<file path="config.mk">
export PLATFORM = sky130hd
export DESIGN_NAME = bus_response
export DESIGN_NICKNAME = d
export VERILOG_FILES = /design/src/sysctl_cfg_pkg.sv /design/src/bus_response.sv
export SDC_FILE = /design/constraint.sdc
export NUM_CORES = 1
export LEC_CHECK = 0
export ABC_AREA = 1
export BUFFER_PORTS_ARGS = -buffer_cell sky130_fd_sc_hd__buf_2
export CAP_MARGIN = 5
export CELL_PAD_IN_SITES_DETAIL_PLACEMENT = 0
export CELL_PAD_IN_SITES_GLOBAL_PLACEMENT = 2
export CORE_UTILIZATION = 24
export CTS_BUF_LIST = sky130_fd_sc_hd__clkbuf_2
export DETAILED_ROUTE_END_ITERATION = 8
export PLACE_DENSITY = 0.92
export SLEW_MARGIN = 20
export SYNTH_ARGS = -nofsm -noshare
export SYNTH_HDL_FRONTEND = slang
export SYNTH_SLANG_ARGS = --single-unit
</file>
<file path="constraint.sdc">
create_clock -name clk -period 6.15 [get_ports clk]
set_clock_uncertainty 0.15 [all_clocks]
set_input_delay 1.845 -clock clk [delete_from_list [all_inputs] [get_ports clk]]
set_output_delay 1.845 -clock clk [all_outputs]
set_load 0.02 [all_outputs]
</file>
<file path="src/sysctl_cfg_pkg.sv">
`default_nettype none

package sysctl_cfg_pkg;

	localparam int unsigned DEF_CLK_FREQ = 32'd50_000_000;
	localparam int unsigned DEF_BAUD = 32'd115_200;

	// Block RAM depth in 32-bit words
	localparam int unsigned DEF_BRAM_WORDS = 1536;

	typedef logic [31:0] word_t;
	typedef logic [3:0] strb_t;

endpackage

`default_nettype wire

</file>
<file path="src/bus_response.sv">
`default_nettype none

module bus_response (
	input logic clk,
	input logic resetn,
	input logic none_sel_i,
	input logic bram_ack_i,
	input sysctl_cfg_pkg::word_t bram_rdata_i,
	input logic io_ack_i,
	input sysctl_cfg_pkg::word_t io_rdata_i,
	output logic mem_ready_o,
	output sysctl_cfg_pkg::word_t mem_rdata_o,
	output logic done_o
);
	logic none_ack;

	// Unmapped addresses answer like a one-cycle target
	always_ff @(posedge clk) begin
		if (!resetn) begin
			none_ack <= 1'b0;
			mem_ready_o <= 1'b0;
		end else begin
			none_ack <= none_sel_i;
			mem_ready_o <= bram_ack_i || io_ack_i || none_ack;
		end
	end

	always_ff @(posedge clk) begin
		if (bram_ack_i)
			mem_rdata_o <= bram_rdata_i;
		else if (io_ack_i)
			mem_rdata_o <= io_rdata_i;
		else if (none_ack)
			mem_rdata_o <= '0;
	end

	// Decode stage frees up on the ready pulse
	assign done_o = mem_ready_o;

endmodule

`default_nettype wire

</file>
### Word-level counts from Yosys, hierarchy flattened

Index checks and enable logic that the tools add are counted.

| word-level totals | value |
|---|---|
| output and inout bits | 34 |
| logic and storage cells | 9 |
| flip-flop bits (word level) | 34 |

| operators by class | value |
|---|---|
| mux-type cells | 3 |
| reduce and logical (&&, ||, !) cells | 3 |

Operators with widths:

| kind | count |
|---|---|
| $mux 32 | 3 |
| $reduce_bool 3->1 | 1 |
| $logic_or 1x1->1 | 2 |

### Logic depth before layout (Yosys ltp)

| depth | value |
|---|---|
| depth after elaboration | 3 |
| mapped depth | 5 |
| depth with buffers taken out | 4 |

### Least setup slack after synthesis

No wires, ideal clock.

| timing | value |
|---|---|
| path kind | input to register |
| from | in bram_ack_i |
| to | reg mem_rdata_o[0] (enable) |
| path buffers | 1 |
| path slack | 2.906 ns |
| arrival time | 2.704 ns |
| cell stages on the path | 3 |
| required time | 5.610 ns |
| path through | buf_6 inv_1 nand2_1 |

| between the ends | value |
|---|---|
| cells in the longest elaborated chain, start to end | 1 |

RTL lines:

| item | line | RTL |
|---|---|---|
| start: declaration | bus_response.sv:7 | `input logic bram_ack_i,` |
| $reduce_bool 3->1 (no line) | n/a |  |
| end signal: assignment | bus_response.sv:30 | `mem_rdata_o <= bram_rdata_i;` |
| end signal: assignment | bus_response.sv:32 | `mem_rdata_o <= io_rdata_i;` |
| end: declaration | bus_response.sv:12 | `output sysctl_cfg_pkg::word_t mem_rdata_o,` |

Every way passes these cells.
A chain may end at the register's enable or synchronous reset.

### Worst setup path after layout

| timing | value |
|---|---|
| from | in bram_ack_i |
| to | reg mem_rdata_o[4] (enable) |

Same word-level chain as after synthesis.

==> results.yml <==
route:
  drtAntennaViolNets: 0
  avgViaCountPerCell: 3.89
  drc_errors: 0
  initialDrtViolationCount: 39
  via_count: 1264
  route.final.wire_length_um: 3440
  drt_first_pass_iters: 4
  routedWlPerCell_um: 10.6
critical_path:
  critPathRequiredTime_ns: 6.06
  worstSetupPathDepth: 4
  family_with_the_most_delay_on_the_worst_path: "buffers and inverters"
  crit_path_slowest_cell: "sky130_fd_sc_hd__nand2_1"
  worst-endpoint-arrival_ns: 3.41
  crit_buf_inv: 3
  crit_chain: "buf_2, inv_1, nand2_1, buf_4"
  cp-start-kind: "input pin"
  criticalPathCategory: "in2reg"
  max_stage_delay_ns: 0.55
  worst_setup_path_end_kind: "flip-flop"
  worst-path-max-fanout: 34
  r2r_cell_count: 3
die:
  fp.coreArea_um2: 5920
  std_cell_rows: 28
  start_util_pct: 25.0
  die_area_um2: 6490
  fp.dieH_um: 80.5
  ios: 103
  die_x_um: 80.5
min_path:
  hold_path_depth: 2
  min_path_type: "reg2reg"
yosys:
  post_synth_main_area_contributors: "sky130_fd_sc_hd__edfxtp_1 (65%), sky130_fd_sc_hd__nand2_1 (25%), sky130_fd_sc_hd__buf_6 (3.0%), sky130_fd_sc_hd__dfxtp_1 (2.7%), sky130_fd_sc_hd__nor2_8 (1.4%)"
  ys_seq_area_share_pct: 67.6
  synth.distinct_cells: 10
  synth_area_um2: 1480
  syn_nets: 216
  synth-warning-count: 0
  ys_ff_latch: 34
  synth_top_cell_area_share_pct: 64.9
  synth_cells: 147
  syn-mean-instance-area_um2: 10.1
  area_leader_netlist: "sky130_fd_sc_hd__edfxtp_1"
global_routing:
  initial_antenna_violation_count: 0
  first_global_vias: 1171
  gr-total-overflow: 0
  wire_length_of_the_first_global_routing_pass_um: 5320
  grt_max_degree: 35
  overall_global_routing_usage_pct: 11.3
clock_network:
  cts_max_level: 2
  cts.sinks: 34
  clock_insertion_delay_at_the_later_pin_of_the_skew_report_ns: 0.34
  postCtsSetupRepairBufs: 0
  numCtsBuffers: 5
  cts-resized-gates: 0
  clock_tree_from_tritoncts: "yes"
  clock_path_buffers: 2
  cts_hold_repair.buffers: 0
  cts.root.buffer_cell: "sky130_fd_sc_hd__clkbuf_2"
  clkSlewWorstSetupHoldPaths_ns: 0.16
status:
  run_status: "complete, no violations"
final_layout:
  antennaDiodeCount: 0
  final_layout_size_suffix_gt1_share_pct: 44.8
  final_net_count: 318
  area.growth.synth_to_final_pct: 41.2
  layout.cells.most_common: "sky130_fd_sc_hd__buf_2"
  mostFrequentLayoutCells: "sky130_fd_sc_hd__buf_2 (102), sky130_fd_sc_hd__nand2_1 (98), sky130_fd_sc_hd__edfxtp_1 (32)"
timing:
  final_max_slew_viol_count: 0
  setup_viol: 0
  setup-tns-final_ns: 0
  grt_setup_unrepaired: "no"
  finalHoldWorstSlack_ns: 0.361
  fin_crit_sh_pct: 57.1
  slew-limit-headroom_pct: 53.5
  fmaxAchievable_mhz: 285
  worst_slew_pin_slew_ns: 0.696
  final_period_minus_worst_setup_slack_ns: 3.51
  hold_viol_final: 0
pwr:
  power.sequential.fraction_pct: 54.2
  pwr-share-comb_pct: 18.3
  netSwitchingPower_uw: 135
  power_leakage_nw: 1.14
  ir_worst_vdd_mv: 0.0944
  pwr_density_cell_nw_per_um2: 249
  pwr-share-clk_pct: 27.5
  power_switching_share_pct: 25.9
  p_int_uw: 386
placement:
  portBuffers: 102
  post-dp-hpwl_um: 2580
  gp_congestion: 0.643
flow_run:
  cap_viol_max_count: 0
[power by group through the flow]
| stage | registers, mW | clock network [mW] | logic [mW] |
|---|---|---|---|
| 3_5_place_dp | 0.288 | 0 | 0.0974 |
| 5_1_grt | 0.284 | 0.163 | 0.106 |
| 6_report | 0.282 | 0.143 | 0.0955 |
| 4_1_cts | 0.282 | 0.152 | 0.0975 |
| 2_1_floorplan | 0.315 | 0 | 0.0271 |
| 3_3_place_gp | 0.287 | 0 | 0.0970 |
[final cells by class]
class                           count  area [µm²]
Fill cell                         621        3830
Inverter                            4        15.0
Multi-Input combinational cell    101         397
Clock inverter                      1        30.0
Timing Repair Buffer              103         518
Tap cell                           75        93.8
Clock buffer                        7        35.0
Sequential cell                    34        1000
[path summary, 6_finish.rpt]
| check | slack, ns | start | to |
|---|---|---|---|
| worst min register to register | 0.36 | none_ack | done_o |
| worst max register to register | 4.45 | none_ack | mem_rdata_o[4] |
| worst min-delay path | 0.36 | none_ack | done_o |
| worst max-delay path | 2.64 | bram_ack_i | mem_rdata_o[4] |
[state kept, by name, summed over array words and instances (netlist names)]
register	flops
mem_rdata_o	32
none_ack	1
done_o	1
[through the flow]
stage	utilization (%)	area, µm²	std cells	setup slack (ns)	total power, mW
final	35.3	2090	325	2.64	0.521
after global routing	35.3	2090	325	2.52	0.553
after CTS	35.3	2090	325	2.62	0.532
after detailed placement	34.2	2020	317	2.19	0.385
after global placement	34.2	2020	317	2.25	0.384
after floorplan	-	1480	147	2.91	0.342
[worst min-delay path, cell delays in order, from the launching register on]
cell	delay, ns
sky130_fd_sc_hd__dfxtp_1	0.34
sky130_fd_sc_hd__nor2_1	0.05
sky130_fd_sc_hd__a21oi_1	0.10
[layer usage]
metal  track usage, %  part of all wire [%]
met5                0                     0
met1             13.2                    44
met4             4.29                  0.67
met2             17.7                    45
met3             5.45                   9.9
[cell usage after synthesis (all sizes together)]
library cell   n
nand2         98
buf            8
a21oi          1
nor2           2
edfxtp        32
dfxtp          2
inv            4
[kinds of logic (layout without fill, tap and decap cells)]
logic type      Yosys count  after routing  share of synthesized area (%)
compound gates            1              1                          0.338
buf+inv                  12            115                           5.58
flops                    34             34                           67.6
simple gates            100            100                           26.5
Note: power is estimated with default switching activity, not from simulation.
