File: config.mk
export PLATFORM = sky130hd
export DESIGN_NAME = bus_decode
export DESIGN_NICKNAME = d
export VERILOG_FILES = /design/src/sysctl_cfg_pkg.sv /design/src/sysctl_map_pkg.sv /design/src/bus_decode.sv
export SDC_FILE = /design/constraint.sdc
export NUM_CORES = 1
export LEC_CHECK = 0
export BUFFER_PORTS_ARGS = -buffer_cell sky130_fd_sc_hd__buf_2
export CAP_MARGIN = 25
export CORE_MARGIN = 3
export CORE_UTILIZATION = 37
export CTS_CLUSTER_DIAMETER = 200
export DETAILED_ROUTE_END_ITERATION = 8
export PLACE_DENSITY = 0.71
export SETUP_SLACK_MARGIN = 0.2
export SLEW_MARGIN = 20
export SYNTH_ARGS = -nofsm -noshare
export SYNTH_HDL_FRONTEND = slang
export SYNTH_SLANG_ARGS = --single-unit
File: constraint.sdc
create_clock -name clk -period 4.4 [get_ports clk]
set_clock_uncertainty 0.15 [all_clocks]
set_input_delay 0.22 -clock clk [delete_from_list [all_inputs] [get_ports clk]]
set_output_delay 0.22 -clock clk [all_outputs]
set_load 0.05 [all_outputs]
File: src/sysctl_cfg_pkg.sv
`default_nettype none

package sysctl_cfg_pkg;

	localparam int unsigned DEF_CLK_FREQ = 32'd50_000_000;
	localparam int unsigned DEF_BAUD = 32'd115_200;

	// Block RAM depth in 32-bit words
	localparam int unsigned DEF_BRAM_WORDS = 1536;

	typedef logic [31:0] word_t;
	typedef logic [3:0] strb_t;

endpackage

`default_nettype wire

File: src/sysctl_map_pkg.sv
`default_nettype none

package sysctl_map_pkg;

	// Top address nibble selects the region
	typedef logic [3:0] region_t;

	localparam region_t REGION_BRAM = 4'h0;
	localparam region_t REGION_IO = 4'hf;

	// Register offsets within the I/O page
	localparam logic [15:0] IO_UART_DATA = 16'h0000;
	localparam logic [15:0] IO_UART_STAT = 16'h0004;
	localparam logic [15:0] IO_LED = 16'h1000;
	localparam logic [15:0] IO_RTC_SECS = 16'h1100;

	// UART status word
	localparam int STAT_DR_BIT = 0;
	localparam int STAT_TXBUSY_BIT = 1;

	// One bus address, seen as region/offset or as page/register
	typedef union packed {
		struct packed {
			region_t region;
			logic [27:0] offset;
		} rgn;
		struct packed {
			logic [15:0] page;
			logic [15:0] reg_off;
		} io;
	} sysctl_addr_u;

	typedef enum logic [1:0] {
		BRAM = 2'd0,
		IO = 2'd1,
		NONE = 2'd2
	} target_e;

endpackage

`default_nettype wire

File: src/bus_decode.sv
`default_nettype none

module bus_decode #(
	parameter int unsigned BRAM_WORDS = sysctl_cfg_pkg::DEF_BRAM_WORDS
) (
	input logic clk,
	input logic resetn,
	input logic mem_valid_i,
	input logic [31:0] mem_addr_i,
	input sysctl_cfg_pkg::word_t mem_wdata_i,
	input sysctl_cfg_pkg::strb_t mem_wstrb_i,
	input logic done_i,
	output logic req_valid_o,
	output sysctl_map_pkg::target_e req_target_o,
	output sysctl_map_pkg::sysctl_addr_u req_addr_o,
	output sysctl_cfg_pkg::word_t req_wdata_o,
	output sysctl_cfg_pkg::strb_t req_wstrb_o
);
	import sysctl_map_pkg::*;

	localparam logic [27:0] BRAM_BYTES = 28'(BRAM_WORDS * 4);

	sysctl_addr_u addr;
	target_e target;
	logic busy;
	logic accept;

	assign addr = mem_addr_i;

	// Busy still set on the done edge, so the held request is not taken twice
	assign accept = mem_valid_i && !busy;

	always_comb begin
		if (addr.rgn.region == REGION_BRAM && addr.rgn.offset < BRAM_BYTES)
			target = BRAM;
		else if (addr.rgn.region == REGION_IO)
			target = IO;
		else
			target = NONE;
	end

	always_ff @(posedge clk) begin
		if (!resetn) begin
			req_valid_o <= 1'b0;
			busy <= 1'b0;
		end else begin
			req_valid_o <= accept;
			if (accept)
				busy <= 1'b1;
			else if (done_i)
				busy <= 1'b0;
		end
	end

	// Request payload stays put until the next accept
	always_ff @(posedge clk) begin
		if (accept) begin
			req_target_o <= target;
			req_addr_o <= addr;
			req_wdata_o <= mem_wdata_i;
			req_wstrb_o <= mem_wstrb_i;
		end
	end

endmodule

`default_nettype wire

; ---- Word level (Yosys, flattened, before mapping)
; Cells that the tools add are included.
[classes]
n_mux = 3
n_lt_le_gt_ge = 1
n_reduce_logical = 5
n_eq_ne = 1
[op_table]
columns = op, count
row1 = less-than comparator 28 x 13 -> 1 bit (second input constant), 1
row2 = == test 4 bit (second input constant), 1
row3 = logical NOT 4 bit, 1
row4 = logical AND 1 bit, 2
row5 = 2-to-1 mux 1 bit, 2
row6 = 2-to-1 mux 2 bit, 1
row7 = nonzero test 2 bit, 1
row8 = logical NOT 1 bit, 1
[totals]
word_cells = 16
regBits = 72
in_bits = 72
out_inout_bits = 71

; ---- Logic depth before layout (Yosys ltp)
[depth]
word_depth = 3
depth_mapped = 3
ltp_nobuf = 3

; ---- Worst setup path before layout
; OpenSTA, ideal clock, no wires.
[synth_timing]
kind = register to register
from = register busy
to = register req_addr_o[0] in the netlist's numbering (enable)
arrival_time_ns = 3.442
n_path_buf = 0
setup_ns = 0.508
stages_incl_launch_ff = 2
t_required_ns = 3.742
synth_period_minus_slack_ns = 4.100
slack_ns = 0.300
path_cell_list = dfxtp_1 -> nor2b_1
[synth_via]
elab_chain_cells = 2
[synth_rtl]
columns = element, line
row1 = start: declaration, bus_decode.sv:25  ; logic busy;
row2 = start signal: assignment, bus_decode.sv:45  ; busy <= 1'b0;
row3 = start signal: assignment, bus_decode.sv:49  ; busy <= 1'b1;
row4 = start signal: assignment, bus_decode.sv:51  ; busy <= 1'b0;
row5 = logical NOT 1 bit, bus_decode.sv:31  ; assign accept = mem_valid_i && !busy;
row6 = logical AND 1 bit, bus_decode.sv:31
row7 = via accept, bus_decode.sv:26  ; logic accept;
row8 = end signal: assignment, bus_decode.sv:59  ; req_addr_o <= addr;
row9 = end: declaration, bus_decode.sv:15  ; output sysctl_map_pkg::sysctl_addr_u req_addr_o,
; The timed path passes the listed nets, and every way through them passes these cells.
; A chain may end at the register's enable or synchronous reset.

; ---- Worst setup path after layout
[layout_timing]
from = input mem_valid_i
to = register req_wdata_o[10] (enable)
[layout_via]
elab_chain_cells = 1
[layout_rtl]
columns = element, line
row1 = start: declaration, bus_decode.sv:8  ; input logic mem_valid_i,
row2 = logical AND 1 bit, bus_decode.sv:31
row3 = via accept, bus_decode.sv:26
row4 = end signal: assignment, bus_decode.sv:60  ; req_wdata_o <= mem_wdata_i;
row5 = end: declaration, bus_decode.sv:16  ; output sysctl_cfg_pkg::word_t req_wdata_o,
; The timed path passes the listed nets, and every way through them passes these cells.

==> impl_metrics.yaml <==
outcome:
  outcome: "finished, final reports clean"
worst_setup_path:
  startpoint_type: "primary input"
  critical_path_peak_fanout: 32
  worstPathArrival_ps: 1710
  path_class: "primary input to flop"
  crit_path_end_kind: "flop"
  cp.required_ps: 4240
cts:
  numCtsBuffers: 9
  clkSinkCount: 72
  cts_resized: 0
  postCtsSetupBuffers: 0
  cts.htree.levels: 3
  clock_latency_ps: 330
  clkTransAtPathRegs_ps: 70
  tritoncts: "built"
  clockRootBuffer: "clkbuf_8"
  clockBufferDepth: 2
drt:
  vias: 1701
  ant_nets: 0
  wire_per_inst_um: 16.0
  firstDrtPassIters: 2
  postRouteWirelength_mm: 6.21
  routed_via_density: 4.38
  drtIter0Drc: 64
  drc_errors: 0
global_routing:
  grt_pass1_vias: 1824
  antenna_found_initial: 0
  grt_use_total_pct: 18.2
  grt_pass1_wl_mm: 9.54
  globalRouteOverflowTotal: 0
  grt_max_degree: 41
sta:
  final_max_slew_viol_count: 0
  tightest_slew_ps: 438
  setup_viol: 0
  slew_headroom_pct: 70.8
  hold_ws_ps: 451
  fmax_mhz: 535
  hold_viol: 0
  fin_crit_sh_pct: 42.5
  fin_ws_ps: 2530
  final.min_clock_period_ps: 1870
  fin_tns_setup_ps: 0
  rsz0062_at_grt: "no"
floorplan:
  die_w_um: 83.8
  num_io_pins: 143
  core_area_um2: 5680
  chipHeight_um: 83.8
  initial_core_util_pct: 39.4
  die-area_um2: 7020
  rows: 27
synth:
  yosysWarnings: 0
  yosys.area_share.adder_pct: 0
  synthesis.nets: 157
  synth_top_family_by_area: "simple AND/OR/NAND/NOR gates"
  synth-simple-area-share_pct: 3.35
  ys_seq_elements: 72
  muxShareOfSynthArea_pct: 0
  synth.area.top_cells: "edfxtp_1 (94%), dfxtp_1 (1.8%), or4_1 (1.0%), nor4_2 (0.56%), or4_4 (0.50%)"
  yosysUniqueCellTypes: 13
  synth-seq-area-share_pct: 95.7
  syn-cell-area_um2: 2240
  synth-xor-area-share_pct: 0
  synth_top_area_cell: "edfxtp_1"
  syn_inst: 85
  avgSynthCellArea_um2: 26.3
  synth_compound_area_share_pct: 0.950
  yosysTopAreaCellShare_pct: 93.9
finish:
  num-nets-final: 383
  num-fill-cells: 361
  n_antenna_cell: 0
  final_cells: 388
  stdcell_area_um2: 3980
  syn_to_final_growth_pct: 77.8
  drive_gt1_share_pct: 50.6
placement:
  routabilityCongestion: 0.721
  dpl-instance-area_um2: 3050
  io_buffers: 142
  dp_slack_ps: 2170
  dp.cells: 300
pwr:
  switching_share_pct: 27.0
  total_leakage_power_uw: 0.00168
  p_int_uw: 1150
  power.share.combinational_pct: 18.2
  p_seq_share_pct: 51.5
  switchingPower_uw: 425
  ir_worst_vdd_uv: 204
  clkPwrFrac_pct: 30.3
  powerDensity_nw_per_um2: 397
run:
  cap_violations: 0
worst_hold_path:
  hp-class: "primary input to flop"
[cell usage after synthesis, drive strengths merged]
master and n:
nor2b 1, a31oi 1, dfxtp 2, edfxtp 70
a21oi 1, and4 1, nor4 1, o211a 1
nand2 1, nor2 1, or4 4, and2 1
[flip-flops by register name, indices dropped and copies added, names as in the netlist]
register      cells
req_addr_o       32
req_wdata_o      32
req_wstrb_o       4
req_target_o      2
busy              1
req_valid_o       1
[kinds of logic after synthesis]
group           after synthesis
simple gates                 10
flops                        72
compound gates                3
[worst max-delay path: stages]
cell	delay [ps]
dlygate4sd3_1	520
buf_2	110
nor2b_4	410
buf_4	440
[cell usage in the layout (no fill, tap or decap)]
cell type      instances
a21oi_1                1
nor4_2                 1
nor2b_4                1
dfxtp_1                2
and4_1                 1
edfxtp_1              70
clkinv_4               1
clkinv_2               1
a31oi_1                1
or4_1                  3
nor2_1                 1
or4_4                  1
and2_1                 1
dlygate4sd3_1         71
clkinvlp_4             1
clkinv_1               3
buf_4                  1
nand2_1                1
buf_16                 1
o211a_1                1
clkbuf_8               9
buf_2                142
bufinv_16              1
[final timing paths]
kind	start	slack, ps	endpoint	cells after the start
max	mem_valid_i	2530	req_wdata_o[10]	4
min	mem_wdata_i[4]	450	req_wdata_o[4]	2
max reg2reg	busy	2730	req_wdata_o[10]	2
min reg2reg	busy	550	req_addr_o[2]	1
[layer usage]
| layer | vias up | track usage (%) | wire length, um |
|---|---|---|---|
| li1 | 803 | - | - |
| met4 | 0 | 8.92 | 193 |
| met5 | - | 0 | 0 |
| met2 | 98 | 29.9 | 3020 |
| met1 | 783 | 20.5 | 2450 |
| met3 | 17 | 7.21 | 558 |
[timing repair]
action,CTS,global route
hold buffers,71,0
endpoints found under the hold margin,70,0
endpoints found under the setup margin,0,0
[power groups by stage]
stage / clock network (uW) / registers, uW / logic (uW)
2_1_floorplan: 0 / 968 / 15.9
3_3_place_gp: 0 / 826 / 229
3_5_place_dp: 0 / 827 / 232
4_1_cts: 494 / 812 / 282
5_1_grt: 528 / 815 / 300
6_report: 479 / 812 / 287
[layout make-up]
class,instances,area [um2],share of cell area [%]
well taps,72,90.1,2.26
flip-flops and latches,72,2140,53.8
repair buffers,215,1460,36.6
clock inverters,7,62.6,1.57
multi-input cells,13,104,2.61
clock buffers,9,124,3.11
[per-stage QoR]
step | util, % | total power (uW)
global route | 70.1 | 1640
detailed placement | 53.8 | 1060
CTS | 69.6 | 1590
finish | 70.1 | 1580
global placement | 53.8 | 1060
floorplan | - | 984
Power figures use the tool's default switching activity.
