### src/sysctl_cfg_pkg.sv
`default_nettype none

package sysctl_cfg_pkg;

	localparam int unsigned DEF_CLK_FREQ = 32'd50_000_000;
	localparam int unsigned DEF_BAUD = 32'd115_200;

	// Block RAM depth in 32-bit words
	localparam int unsigned DEF_BRAM_WORDS = 1536;

	typedef logic [31:0] word_t;
	typedef logic [3:0] strb_t;

endpackage

`default_nettype wire

### src/sysctl_map_pkg.sv
`default_nettype none

package sysctl_map_pkg;

	// Top address nibble selects the region
	typedef logic [3:0] region_t;

	localparam region_t REGION_BRAM = 4'h0;
	localparam region_t REGION_IO = 4'hf;

	// Register offsets within the I/O page
	localparam logic [15:0] IO_UART_DATA = 16'h0000;
	localparam logic [15:0] IO_UART_STAT = 16'h0004;
	localparam logic [15:0] IO_LED = 16'h1000;
	localparam logic [15:0] IO_RTC_SECS = 16'h1100;

	// UART status word
	localparam int STAT_DR_BIT = 0;
	localparam int STAT_TXBUSY_BIT = 1;

	// One bus address, seen as region/offset or as page/register
	typedef union packed {
		struct packed {
			region_t region;
			logic [27:0] offset;
		} rgn;
		struct packed {
			logic [15:0] page;
			logic [15:0] reg_off;
		} io;
	} sysctl_addr_u;

	typedef enum logic [1:0] {
		BRAM = 2'd0,
		IO = 2'd1,
		NONE = 2'd2
	} target_e;

endpackage

`default_nettype wire

### src/uart_core.sv
`default_nettype none

module uart_core #(
	parameter int unsigned CLKS_PER_BIT =
		sysctl_cfg_pkg::DEF_CLK_FREQ / sysctl_cfg_pkg::DEF_BAUD
) (
	input logic clk,
	input logic resetn,
	input logic tx_start_i,
	input logic [7:0] tx_byte_i,
	input logic rx_i,
	output logic tx_o,
	output logic tx_busy_o,
	output logic rx_done_o,
	output logic [7:0] rx_byte_o
);
	localparam int unsigned CNT_W = $clog2(CLKS_PER_BIT + 1);
	localparam logic [CNT_W-1:0] BIT_LAST = CNT_W'(CLKS_PER_BIT - 1);
	localparam logic [CNT_W-1:0] BIT_HALF = CNT_W'(CLKS_PER_BIT / 2);

	localparam logic [1:0] RX_IDLE = 2'd0;
	localparam logic [1:0] RX_START = 2'd1;
	localparam logic [1:0] RX_DATA = 2'd2;
	localparam logic [1:0] RX_STOP = 2'd3;

	logic [9:0] tx_shift;
	logic [CNT_W-1:0] tx_cnt;
	logic [3:0] tx_bits;

	logic [1:0] rx_sync;
	logic [1:0] rx_state;
	logic [CNT_W-1:0] rx_cnt;
	logic [2:0] rx_bits;
	logic [7:0] rx_shift;

	// Idle line is the all-ones shift register
	assign tx_o = tx_shift[0];

	// Start, 8 data LSB first, stop
	always_ff @(posedge clk) begin
		if (!resetn) begin
			tx_shift <= '1;
			tx_cnt <= '0;
			tx_bits <= '0;
			tx_busy_o <= 1'b0;
		end else if (!tx_busy_o) begin
			if (tx_start_i) begin
				tx_shift <= {1'b1, tx_byte_i, 1'b0};
				tx_cnt <= BIT_LAST;
				tx_bits <= 4'd9;
				tx_busy_o <= 1'b1;
			end
		end else if (tx_cnt == '0) begin
			tx_cnt <= BIT_LAST;
			tx_shift <= {1'b1, tx_shift[9:1]};
			if (tx_bits == '0)
				tx_busy_o <= 1'b0;
			else
				tx_bits <= tx_bits - 4'd1;
		end else begin
			tx_cnt <= tx_cnt - 1'b1;
		end
	end

	always_ff @(posedge clk) begin
		if (!resetn) begin
			rx_sync <= 2'b11;
			rx_state <= RX_IDLE;
			rx_cnt <= '0;
			rx_bits <= '0;
			rx_done_o <= 1'b0;
		end else begin
			rx_sync <= {rx_sync[0], rx_i};
			rx_done_o <= 1'b0;
			case (rx_state)
				RX_IDLE: begin
					if (!rx_sync[1]) begin
						rx_cnt <= BIT_HALF;
						rx_state <= RX_START;
					end
				end
				RX_START: begin
					// Glitch check at the middle of the start bit
					if (rx_cnt != '0)
						rx_cnt <= rx_cnt - 1'b1;
					else if (!rx_sync[1]) begin
						rx_cnt <= BIT_LAST;
						rx_bits <= '0;
						rx_state <= RX_DATA;
					end else
						rx_state <= RX_IDLE;
				end
				RX_DATA: begin
					if (rx_cnt != '0)
						rx_cnt <= rx_cnt - 1'b1;
					else begin
						rx_cnt <= BIT_LAST;
						rx_shift <= {rx_sync[1], rx_shift[7:1]};
						if (rx_bits == 3'd7)
							rx_state <= RX_STOP;
						else
							rx_bits <= rx_bits + 3'd1;
					end
				end
				default: begin
					if (rx_cnt != '0)
						rx_cnt <= rx_cnt - 1'b1;
					else begin
						// Framing error drops the byte
						if (rx_sync[1]) begin
							rx_done_o <= 1'b1;
							rx_byte_o <= rx_shift;
						end
						rx_state <= RX_IDLE;
					end
				end
			endcase
		end
	end

endmodule

`default_nettype wire

### src/sys_regs.sv
`default_nettype none

module sys_regs #(
	parameter int unsigned TICKS_PER_SEC = sysctl_cfg_pkg::DEF_CLK_FREQ,
	parameter int unsigned CLKS_PER_BIT =
		sysctl_cfg_pkg::DEF_CLK_FREQ / sysctl_cfg_pkg::DEF_BAUD
) (
	input logic clk,
	input logic resetn,
	input logic sel_i,
	input sysctl_map_pkg::sysctl_addr_u addr_i,
	input sysctl_cfg_pkg::word_t wdata_i,
	input sysctl_cfg_pkg::strb_t wstrb_i,
	input logic uart_rx_i,
	input logic uart_rts_i,
	output logic ack_o,
	output sysctl_cfg_pkg::word_t rdata_o,
	output logic uart_tx_o,
	output logic uart_cts_o,
	output logic led_o
);
	import sysctl_map_pkg::*;

	localparam logic [31:0] TICK_LAST = 32'(TICKS_PER_SEC - 1);

	logic act;
	logic write;
	logic blocked;
	logic tx_start;
	logic [7:0] tx_byte;
	logic tx_busy;
	logic rx_done;
	logic [7:0] rx_byte;
	logic dr;
	logic txbusy;
	logic [31:0] tick_cnt;
	logic [31:0] secs;

	// A blocked data write keeps retrying until txbusy drops
	assign act = sel_i || blocked;
	assign write = |wstrb_i;

	uart_core #(
		.CLKS_PER_BIT(CLKS_PER_BIT)
	) u_uart_core (
		.clk(clk),
		.resetn(resetn),
		.tx_start_i(tx_start),
		.tx_byte_i(tx_byte),
		.rx_i(uart_rx_i),
		.tx_o(uart_tx_o),
		.tx_busy_o(tx_busy),
		.rx_done_o(rx_done),
		.rx_byte_o(rx_byte)
	);

	always_ff @(posedge clk) begin
		if (!resetn) begin
			ack_o <= 1'b0;
			blocked <= 1'b0;
			tx_start <= 1'b0;
			dr <= 1'b0;
			txbusy <= 1'b0;
			uart_cts_o <= 1'b0;
			led_o <= 1'b1;
		end else begin
			ack_o <= 1'b0;
			tx_start <= 1'b0;
			if (rx_done) begin
				dr <= 1'b1;
				uart_cts_o <= 1'b1;
			end
			// Peer holds RTS high to keep us busy
			if (!tx_start && !tx_busy && !uart_rts_i)
				txbusy <= 1'b0;
			if (act) begin
				case (addr_i.io.reg_off)
					IO_UART_DATA: begin
						if (write && txbusy)
							blocked <= 1'b1;
						else if (write) begin
							tx_byte <= wdata_i[7:0];
							tx_start <= 1'b1;
							txbusy <= 1'b1;
							blocked <= 1'b0;
							rdata_o <= '0;
							ack_o <= 1'b1;
						end else begin
							rdata_o <= {24'b0, rx_byte};
							dr <= 1'b0;
							uart_cts_o <= 1'b0;
							ack_o <= 1'b1;
						end
					end
					IO_UART_STAT: begin
						rdata_o <= '0;
						rdata_o[STAT_DR_BIT] <= dr;
						rdata_o[STAT_TXBUSY_BIT] <= txbusy;
						ack_o <= 1'b1;
					end
					IO_LED: begin
						// LED pin is active low
						if (write)
							led_o <= ~wdata_i[0];
						rdata_o <= {31'b0, ~led_o};
						ack_o <= 1'b1;
					end
					IO_RTC_SECS: begin
						rdata_o <= secs;
						ack_o <= 1'b1;
					end
					default: begin
						rdata_o <= '0;
						ack_o <= 1'b1;
					end
				endcase
			end
		end
	end

	always_ff @(posedge clk) begin
		if (!resetn) begin
			tick_cnt <= '0;
			secs <= '0;
		end else if (tick_cnt == TICK_LAST) begin
			tick_cnt <= '0;
			secs <= secs + 32'd1;
		end else begin
			tick_cnt <= tick_cnt + 32'd1;
		end
	end

endmodule

`default_nettype wire

### config.mk
export PLATFORM = sky130hd
export DESIGN_NAME = sys_regs
export DESIGN_NICKNAME = d
export VERILOG_FILES = /design/src/sysctl_cfg_pkg.sv /design/src/sysctl_map_pkg.sv /design/src/uart_core.sv /design/src/sys_regs.sv
export SDC_FILE = /design/constraint.sdc
export NUM_CORES = 1
export LEC_CHECK = 0
export BUFFER_PORTS_ARGS = -buffer_cell sky130_fd_sc_hd__clkbuf_2
export CAP_MARGIN = 20
export CORE_UTILIZATION = 55
export DETAILED_ROUTE_END_ITERATION = 10
export MAX_ROUTING_LAYER = met4
export PLACE_DENSITY = 0.77
export SETUP_SLACK_MARGIN = 0.15
export SLEW_MARGIN = 20
export SYNTH_ARGS = -nofsm -noshare
export SYNTH_HDL_FRONTEND = slang
export SYNTH_SLANG_ARGS = --single-unit
### constraint.sdc
create_clock -name clk -period 3.5 [get_ports clk]
set_input_delay 0.35 -clock clk [delete_from_list [all_inputs] [get_ports clk]]
set_output_delay 0.35 -clock clk [all_outputs]
set_load 0.02 [all_outputs]
Yosys cells after proc, flatten, opt, wreduce, memory -nomap -nowiden
Cells that the tools add are included.
{ "word_totals": {"regBits": 168, "input_bits": 73, "output_inout_bits": 36} }
{ "classes": {"addsub": 6, "eq_ne": 18, "n_mux": 56, "bitwise": 8, "n_reduce_logical": 33} }
{ "op_table": {"columns": ["operator", "n"], "rows": [
  ["case mux 32 bit (4 select lines)", 1],
  ["2-to-1 mux 9 bit", 8],
  ["adder 32 x 1 -> 32 bit, second input constant", 2],
  ["== test 16 x 13 -> 1 bit, second input constant", 2],
  ["== test 32 x 26 -> 1 bit, second input constant", 1],
  ["2-to-1 mux 32 bit", 1],
  ["2-to-1 mux 10 bit", 3],
  ["case mux 9 bit (3 select lines)", 1],
  ["2-to-1 mux 1 bit", 25],
  ["inequality test 2 bit, second input constant", 9],
  ["AND reduction 3 bit", 6],
  ["subtractor 9 x 1 -> 9 bit, second input constant", 2],
  ["== test 16 x 3 -> 1 bit, second input constant", 1],
  ["zero test 16 bit", 1],
  ["2-to-1 mux 4 bit", 4],
  ["AND reduction 5 bit", 3],
  ["2-to-1 mux 2 bit", 6],
  ["2-to-1 mux 3 bit", 4],
  ["zero test 9 bit", 1],
  ["nonzero test 9 bit", 1],
  ["2-to-1 mux 8 bit", 1],
  ["NOT 1 bit", 8],
  ["OR reduction 4 bit", 2],
  ["case mux 2 bit (3 select lines)", 1],
  ["other kinds (20)", 27]
]} }

Longest topological paths before layout
{ "depth": {"ltp_word": 8, "ltp_mapped": 9, "mapped_depth_nobuf": 7} }

Modules after synthesis
From an unflattened synthesis, not the netlist that was laid out.
{ "unflattened": {"cells_unflattened": 745, "hier_area_um2": 7317.0} }
{ "modules_own_cells": {"columns": ["module", "n_inst", "cells_each", "area_each_um2", "seq_area_each_um2"], "rows": [
  ["sys_regs", 1, 475, 4709.5, 2622.5],
  ["uart_core", 1, 270, 2607.5, 1281.2]
]} }

Worst setup path after synthesis
OpenSTA, ideal clock, no wires.
{ "synth_path": {"kind": "input port to flip-flop", "from": "input port wstrb_i[1]", "to": "register rdata_o[0] (enable)", "t_arrival_ns": 2.748, "slack_ns": 0.320, "cell_stages": 3, "cell_sequence": "or4_1 -> nor4bb_1 -> a21oi_1"} }
{ "synth_between": {"elab_chain_len": 4} }
{ "synth_lines": {"columns": ["item", "line", "text"], "rows": [
  ["start, declared", "sys_regs.sv:13", "input sysctl_cfg_pkg::strb_t wstrb_i,"],
  ["OR reduction 4 bit", "sys_regs.sv:41", "assign write = |wstrb_i;"],
  ["logical AND 1 bit", "sys_regs.sv:79", "if (write && txbusy)"],
  ["inequality test 2 bit (no line)", null, null],
  ["AND reduction 3 bit (no line)", null, null],
  ["end signal, assigned", "sys_regs.sv:89", "rdata_o <= {24'b0, rx_byte};"],
  ["end signal, assigned by index", "sys_regs.sv:97", "rdata_o[STAT_DR_BIT] <= dr;"],
  ["end signal, assigned by index", "sys_regs.sv:98", "rdata_o[STAT_TXBUSY_BIT] <= txbusy;"],
  ["end, declared", "sys_regs.sv:17", "output sysctl_cfg_pkg::word_t rdata_o,"]
]} }
No other way between the ends.
A chain may end at the register's enable or synchronous reset.

Worst setup path in the final report
{ "layout_path": {"from": "register u_uart_core.rx_cnt[4]", "to": "register u_uart_core.rx_bits[1]"} }
{ "layout_between": {"elab_chain_len": 3, "word_cells_on_any_way": 4, "cone_classes": "eq/ne (2); reduce/logical (2)"} }
{ "layout_lines": {"columns": ["item", "line", "text"], "rows": [
  ["start, declared", "uart_core.sv:32", "logic [CNT_W-1:0] rx_cnt;"],
  ["start signal, assigned", "uart_core.sv:85", "rx_cnt <= rx_cnt - 1'b1;"],
  ["start signal, assigned", "uart_core.sv:95", "rx_cnt <= rx_cnt - 1'b1;"],
  ["start signal, assigned", "uart_core.sv:107", "rx_cnt <= rx_cnt - 1'b1;"],
  ["nonzero test 9 bit *", "uart_core.sv:84, uart_core.sv:94", null],
  ["inequality test 2 bit (no line)", null, null],
  ["AND reduction 5 bit (no line) *", null, null],
  ["end signal, assigned", "uart_core.sv:102", "rx_bits <= rx_bits + 3'd1;"],
  ["end, declared", "uart_core.sv:33", "logic [2:0] rx_bits;"]
]} }
Mark *: on every way between the ends. The rest lies on a longest branch, timed or not.

==> metrics.md <==
| Metric | Value |
|---|---|
| VDD IR-drop max | 0.3678 mV |
| Dominant cell type by area after synthesis | dfxtp_1 |
| Sequential area share after synthesis | 51.21% |
| Post-cts hold buffer count | 0 |
| Relative slew slack | 39.44% |
| Max FO, Critical Path | 9 |
| Core box area | 13400 um^2 |
| CP arrival | 2820 ps |
| Antenna Violating Nets Remaining | 0 |
| Slowest-stage cell, CP | a211oi_1 |
| Hold Fails Final Rpt | 0 |
| I/O pin count | 109 |
| Final core occ | 64.91% |
| Pwr/cell area | 516.6 nW/um^2 |
| Post_cts resized | 0 |
| CTS H-Tree Depth | 4 |
| Highest routed layer | met4 |
| Most frequent cells after synthesis | dfxtp_1 (111), nand2_1 (62), edfxtp_1 (56), nor2_1 (46), and2_1 (34) |
| Post-Syn Nets | 844 |
| Die width | 119.7 um |
| Met3 WL | 604 um |
| Via count | 5987 |
| Period utilisation layout | 71.59% |
| Routed wire length | 15120 um |
| CP cell instances | nor3_1 > nand3_1 > a211oi_1 > mux2i_1 > nor2b_1 |
| M1 WL | 6672 um |
| Mean Syn Cell Area | 10.04 um^2 |
| Die area | 14330 um^2 |
| Largest net degree at the start of global routing | 87 |
| Pint | 3.281 mW |
| RSZ-0062 raised after global routing | false |
| Total negative slack | 0 ps |
| CP max stage delay | 660 ps |
| Longest Clk Path Bufs | 2 |
| Minimum clock period | 2506 ps |
| Num CTS Buffers | 17 |
| Clock power share | 40.7% |
| Antenna Cells | 0 |
| Switching power | 1.212 mW |
| Post-synth EDFFs | 56 |
| Comb power frac | 12.4% |
| Die Y | 119.7 um |
| Detailed Route Iter0 Violations | 482 |
| Initial antenna violation count | 0 |
| Register area | 3904 um^2 |
| Final Skew | 8.634 ps |
| GRT overflow | 0 |
| Maximum clock frequency | 399.1 MHz |
| WS Path Type | register to register |
| Postcts setup bufs | 0 |
| Classification of the worst-slack hold path | primary input to register |
| Layout Area Growth over Synthesis | 14.12% |
| Synth top area share | 29.15% |
| Final setup violation count | 0 |
| First-pass DRT Iterations | 6 |
| Final Max Slew Viols | 0 |
| Synth cell types | 57 |
| GR Util All Layers | 22.59% |
| Final HPWL DP | 10200 um |
| GP Congestion | 0.8834 |
| Largest cells by area after synthesis | dfxtp_1 (29%), edfxtp_1 (22%), mux2i_1 (3.3%) |
| Startpoint types | register |
| Synth Instances | 759 |
| FF+latch count, synth | 167 |
| # nets final | 905 |
| Async SR Flop Fraction | 0% |
| Vias in the first global route | 5595 |
| Vias per inst | 5.934 |
| Req. time, crit path | 3820 ps |
| Switch share | 26.97% |
| Most frequent cell after synthesis | dfxtp_1 |
| First-pass GRT wire length | 25430 um |
| Top_reg_cell synth | dfxtp_1 |
| Outcome | complete, no violations |
| Clock slew at reported path FFs | 70 ps |
| Max-Cap Viols | 0 |
| Synthesis warning total | 0 |
| Root buffer cell | clkbuf_16 |
| Met2 WL | 7616 um |
| Port bufs | 68 |
| Synth Cell Area | 7622 um^2 |
| Worst slew pin tran | 906.1 ps |
| Filler cells | 1048 |
| Reg power frac | 47.0% |
| Row count | 42 |
| CTS tree | done |
| Layout cell share with drive strength beyond 1 | 15.25% |
| DRC viols | 0 |
| Sink Count | 167 |
| Skew-Pair Late Insertion Delay | 430 ps |
| Multi-input gate area | 3527 um^2 |
| Initial Util | 56.88% |
| Drt wl/cell | 14.99 um |
| Leak pwr | 3.306 nW |
| Crit end category | register |
cell families after synthesis:
| family | Yosys count | synth area share (%) |
|---|---|---|
| compound gates | 135 | 12.39 |
| simple gates | 341 | 25.18 |
| mux | 25 | 3.283 |
| fa+ha+maj | 12 | 1.970 |
| xor+xnor | 28 | 3.217 |
| buf+inv | 51 | 2.741 |
| flops | 167 | 51.21 |
power by group through the flow:
stage / Clock [mW] / Sequential, mW / Combinational, mW
CTS: 1.86 / 2.11 / 0.551
finish: 1.83 / 2.11 / 0.555
floorplan: 0 / 2.16 / 0.384
global route: 1.93 / 2.12 / 0.622
global placement: 0 / 2.15 / 0.517
detailed placement: 0 / 2.15 / 0.546
metrics by stage:
| step | instances | total power [mW] | area (um^2) | hold slack, ps | worst slack (ps) |
|---|---|---|---|---|---|
| global route | 1009 | 4.674 | 8698 | 75.70 | 797.6 |
| floorplan | 759 | 2.543 | 7622 | 386.3 | 320.3 |
| finish | 1009 | 4.493 | 8698 | 91.23 | 994.3 |
| global placement | 977 | 2.664 | 8123 | 406.7 | 1148 |
| detailed placement | 977 | 2.697 | 8123 | 413.0 | 1066 |
| CTS | 1009 | 4.515 | 8698 | 75.11 | 1017 |
area by class of cell:
class / count / area share [%]
repair buffers: 78 / 4.776
flip-flops and latches: 167 / 44.88
multi-input cells: 541 / 40.55
inverters: 15 / 0.6473
well taps: 176 / 2.532
clock inverters: 13 / 1.525
clock buffers: 19 / 5.092
layer usage:
layer	GRT usage, %	vias up
met1	27.01	2863
met2	37.17	151
met3	5.181	21
met4	8.438	0
met5	-	-
li1	-	2952
worst max-delay path, delay by kind of cell, from the launching register on:
family	cells	cell delay, ps
AND/OR/NAND/NOR	3	1080
AO/OA/AOI/OAI	1	660
flip-flops	1	360
multiplexers	1	290
flip-flops by register name, summed over array words and instances (netlist names), 2 cells and up:
| name | cells |
|---|---|
| u_uart_core.rx_shift | 8 |
| secs | 32 |
| u_uart_core.tx_bits | 4 |
| rdata_o | 32 |
| tx_byte | 8 |
| u_uart_core.rx_sync | 2 |
| u_uart_core.rx_state | 2 |
| u_uart_core.rx_bits | 3 |
| u_uart_core.rx_byte_o | 8 |
| tick_cnt | 32 |
| u_uart_core.tx_cnt | 9 |
| u_uart_core.tx_shift | 9 |
| u_uart_core.rx_cnt | 9 |
placed cells by master (no fill, tap or decap), types with 19 or more instances in the layout:
cell | netlist | layout
or4_1 | 25 | 25
o31ai_1 | 23 | 23
clkbuf_2 | 0 | 68
dfxtp_1 | 111 | 111
o21ai_0 | 24 | 24
mux2i_1 | 25 | 25
nand3_1 | 32 | 32
nand2b_1 | 19 | 19
edfxtp_1 | 56 | 56
nand4_1 | 26 | 26
nor2_1 | 46 | 46
nand2_1 | 62 | 62
and2_1 | 34 | 34
a21oi_1 | 20 | 19
path summary, 6_finish.rpt:
kind | from | to | slack, ps | cells after the start
setup reg to reg | u_uart_core.rx_cnt[4]$_SDFFE_PN0P_ | u_uart_core.rx_bits[1]$_SDFFE_PN0P_ | 990 | 5
setup / recovery | u_uart_core.rx_cnt[4]$_SDFFE_PN0P_ | u_uart_core.rx_bits[1]$_SDFFE_PN0P_ | 990 | 5
hold reg to reg | u_uart_core.rx_sync[0]$_SDFF_PN1_ | u_uart_core.rx_sync[1]$_SDFF_PN1_ | 420 | 1
hold / removal | wdata_i[4] | tx_byte[4]$_DFFE_PP_ | 90 | 1
Power figures use the tool's default switching activity.
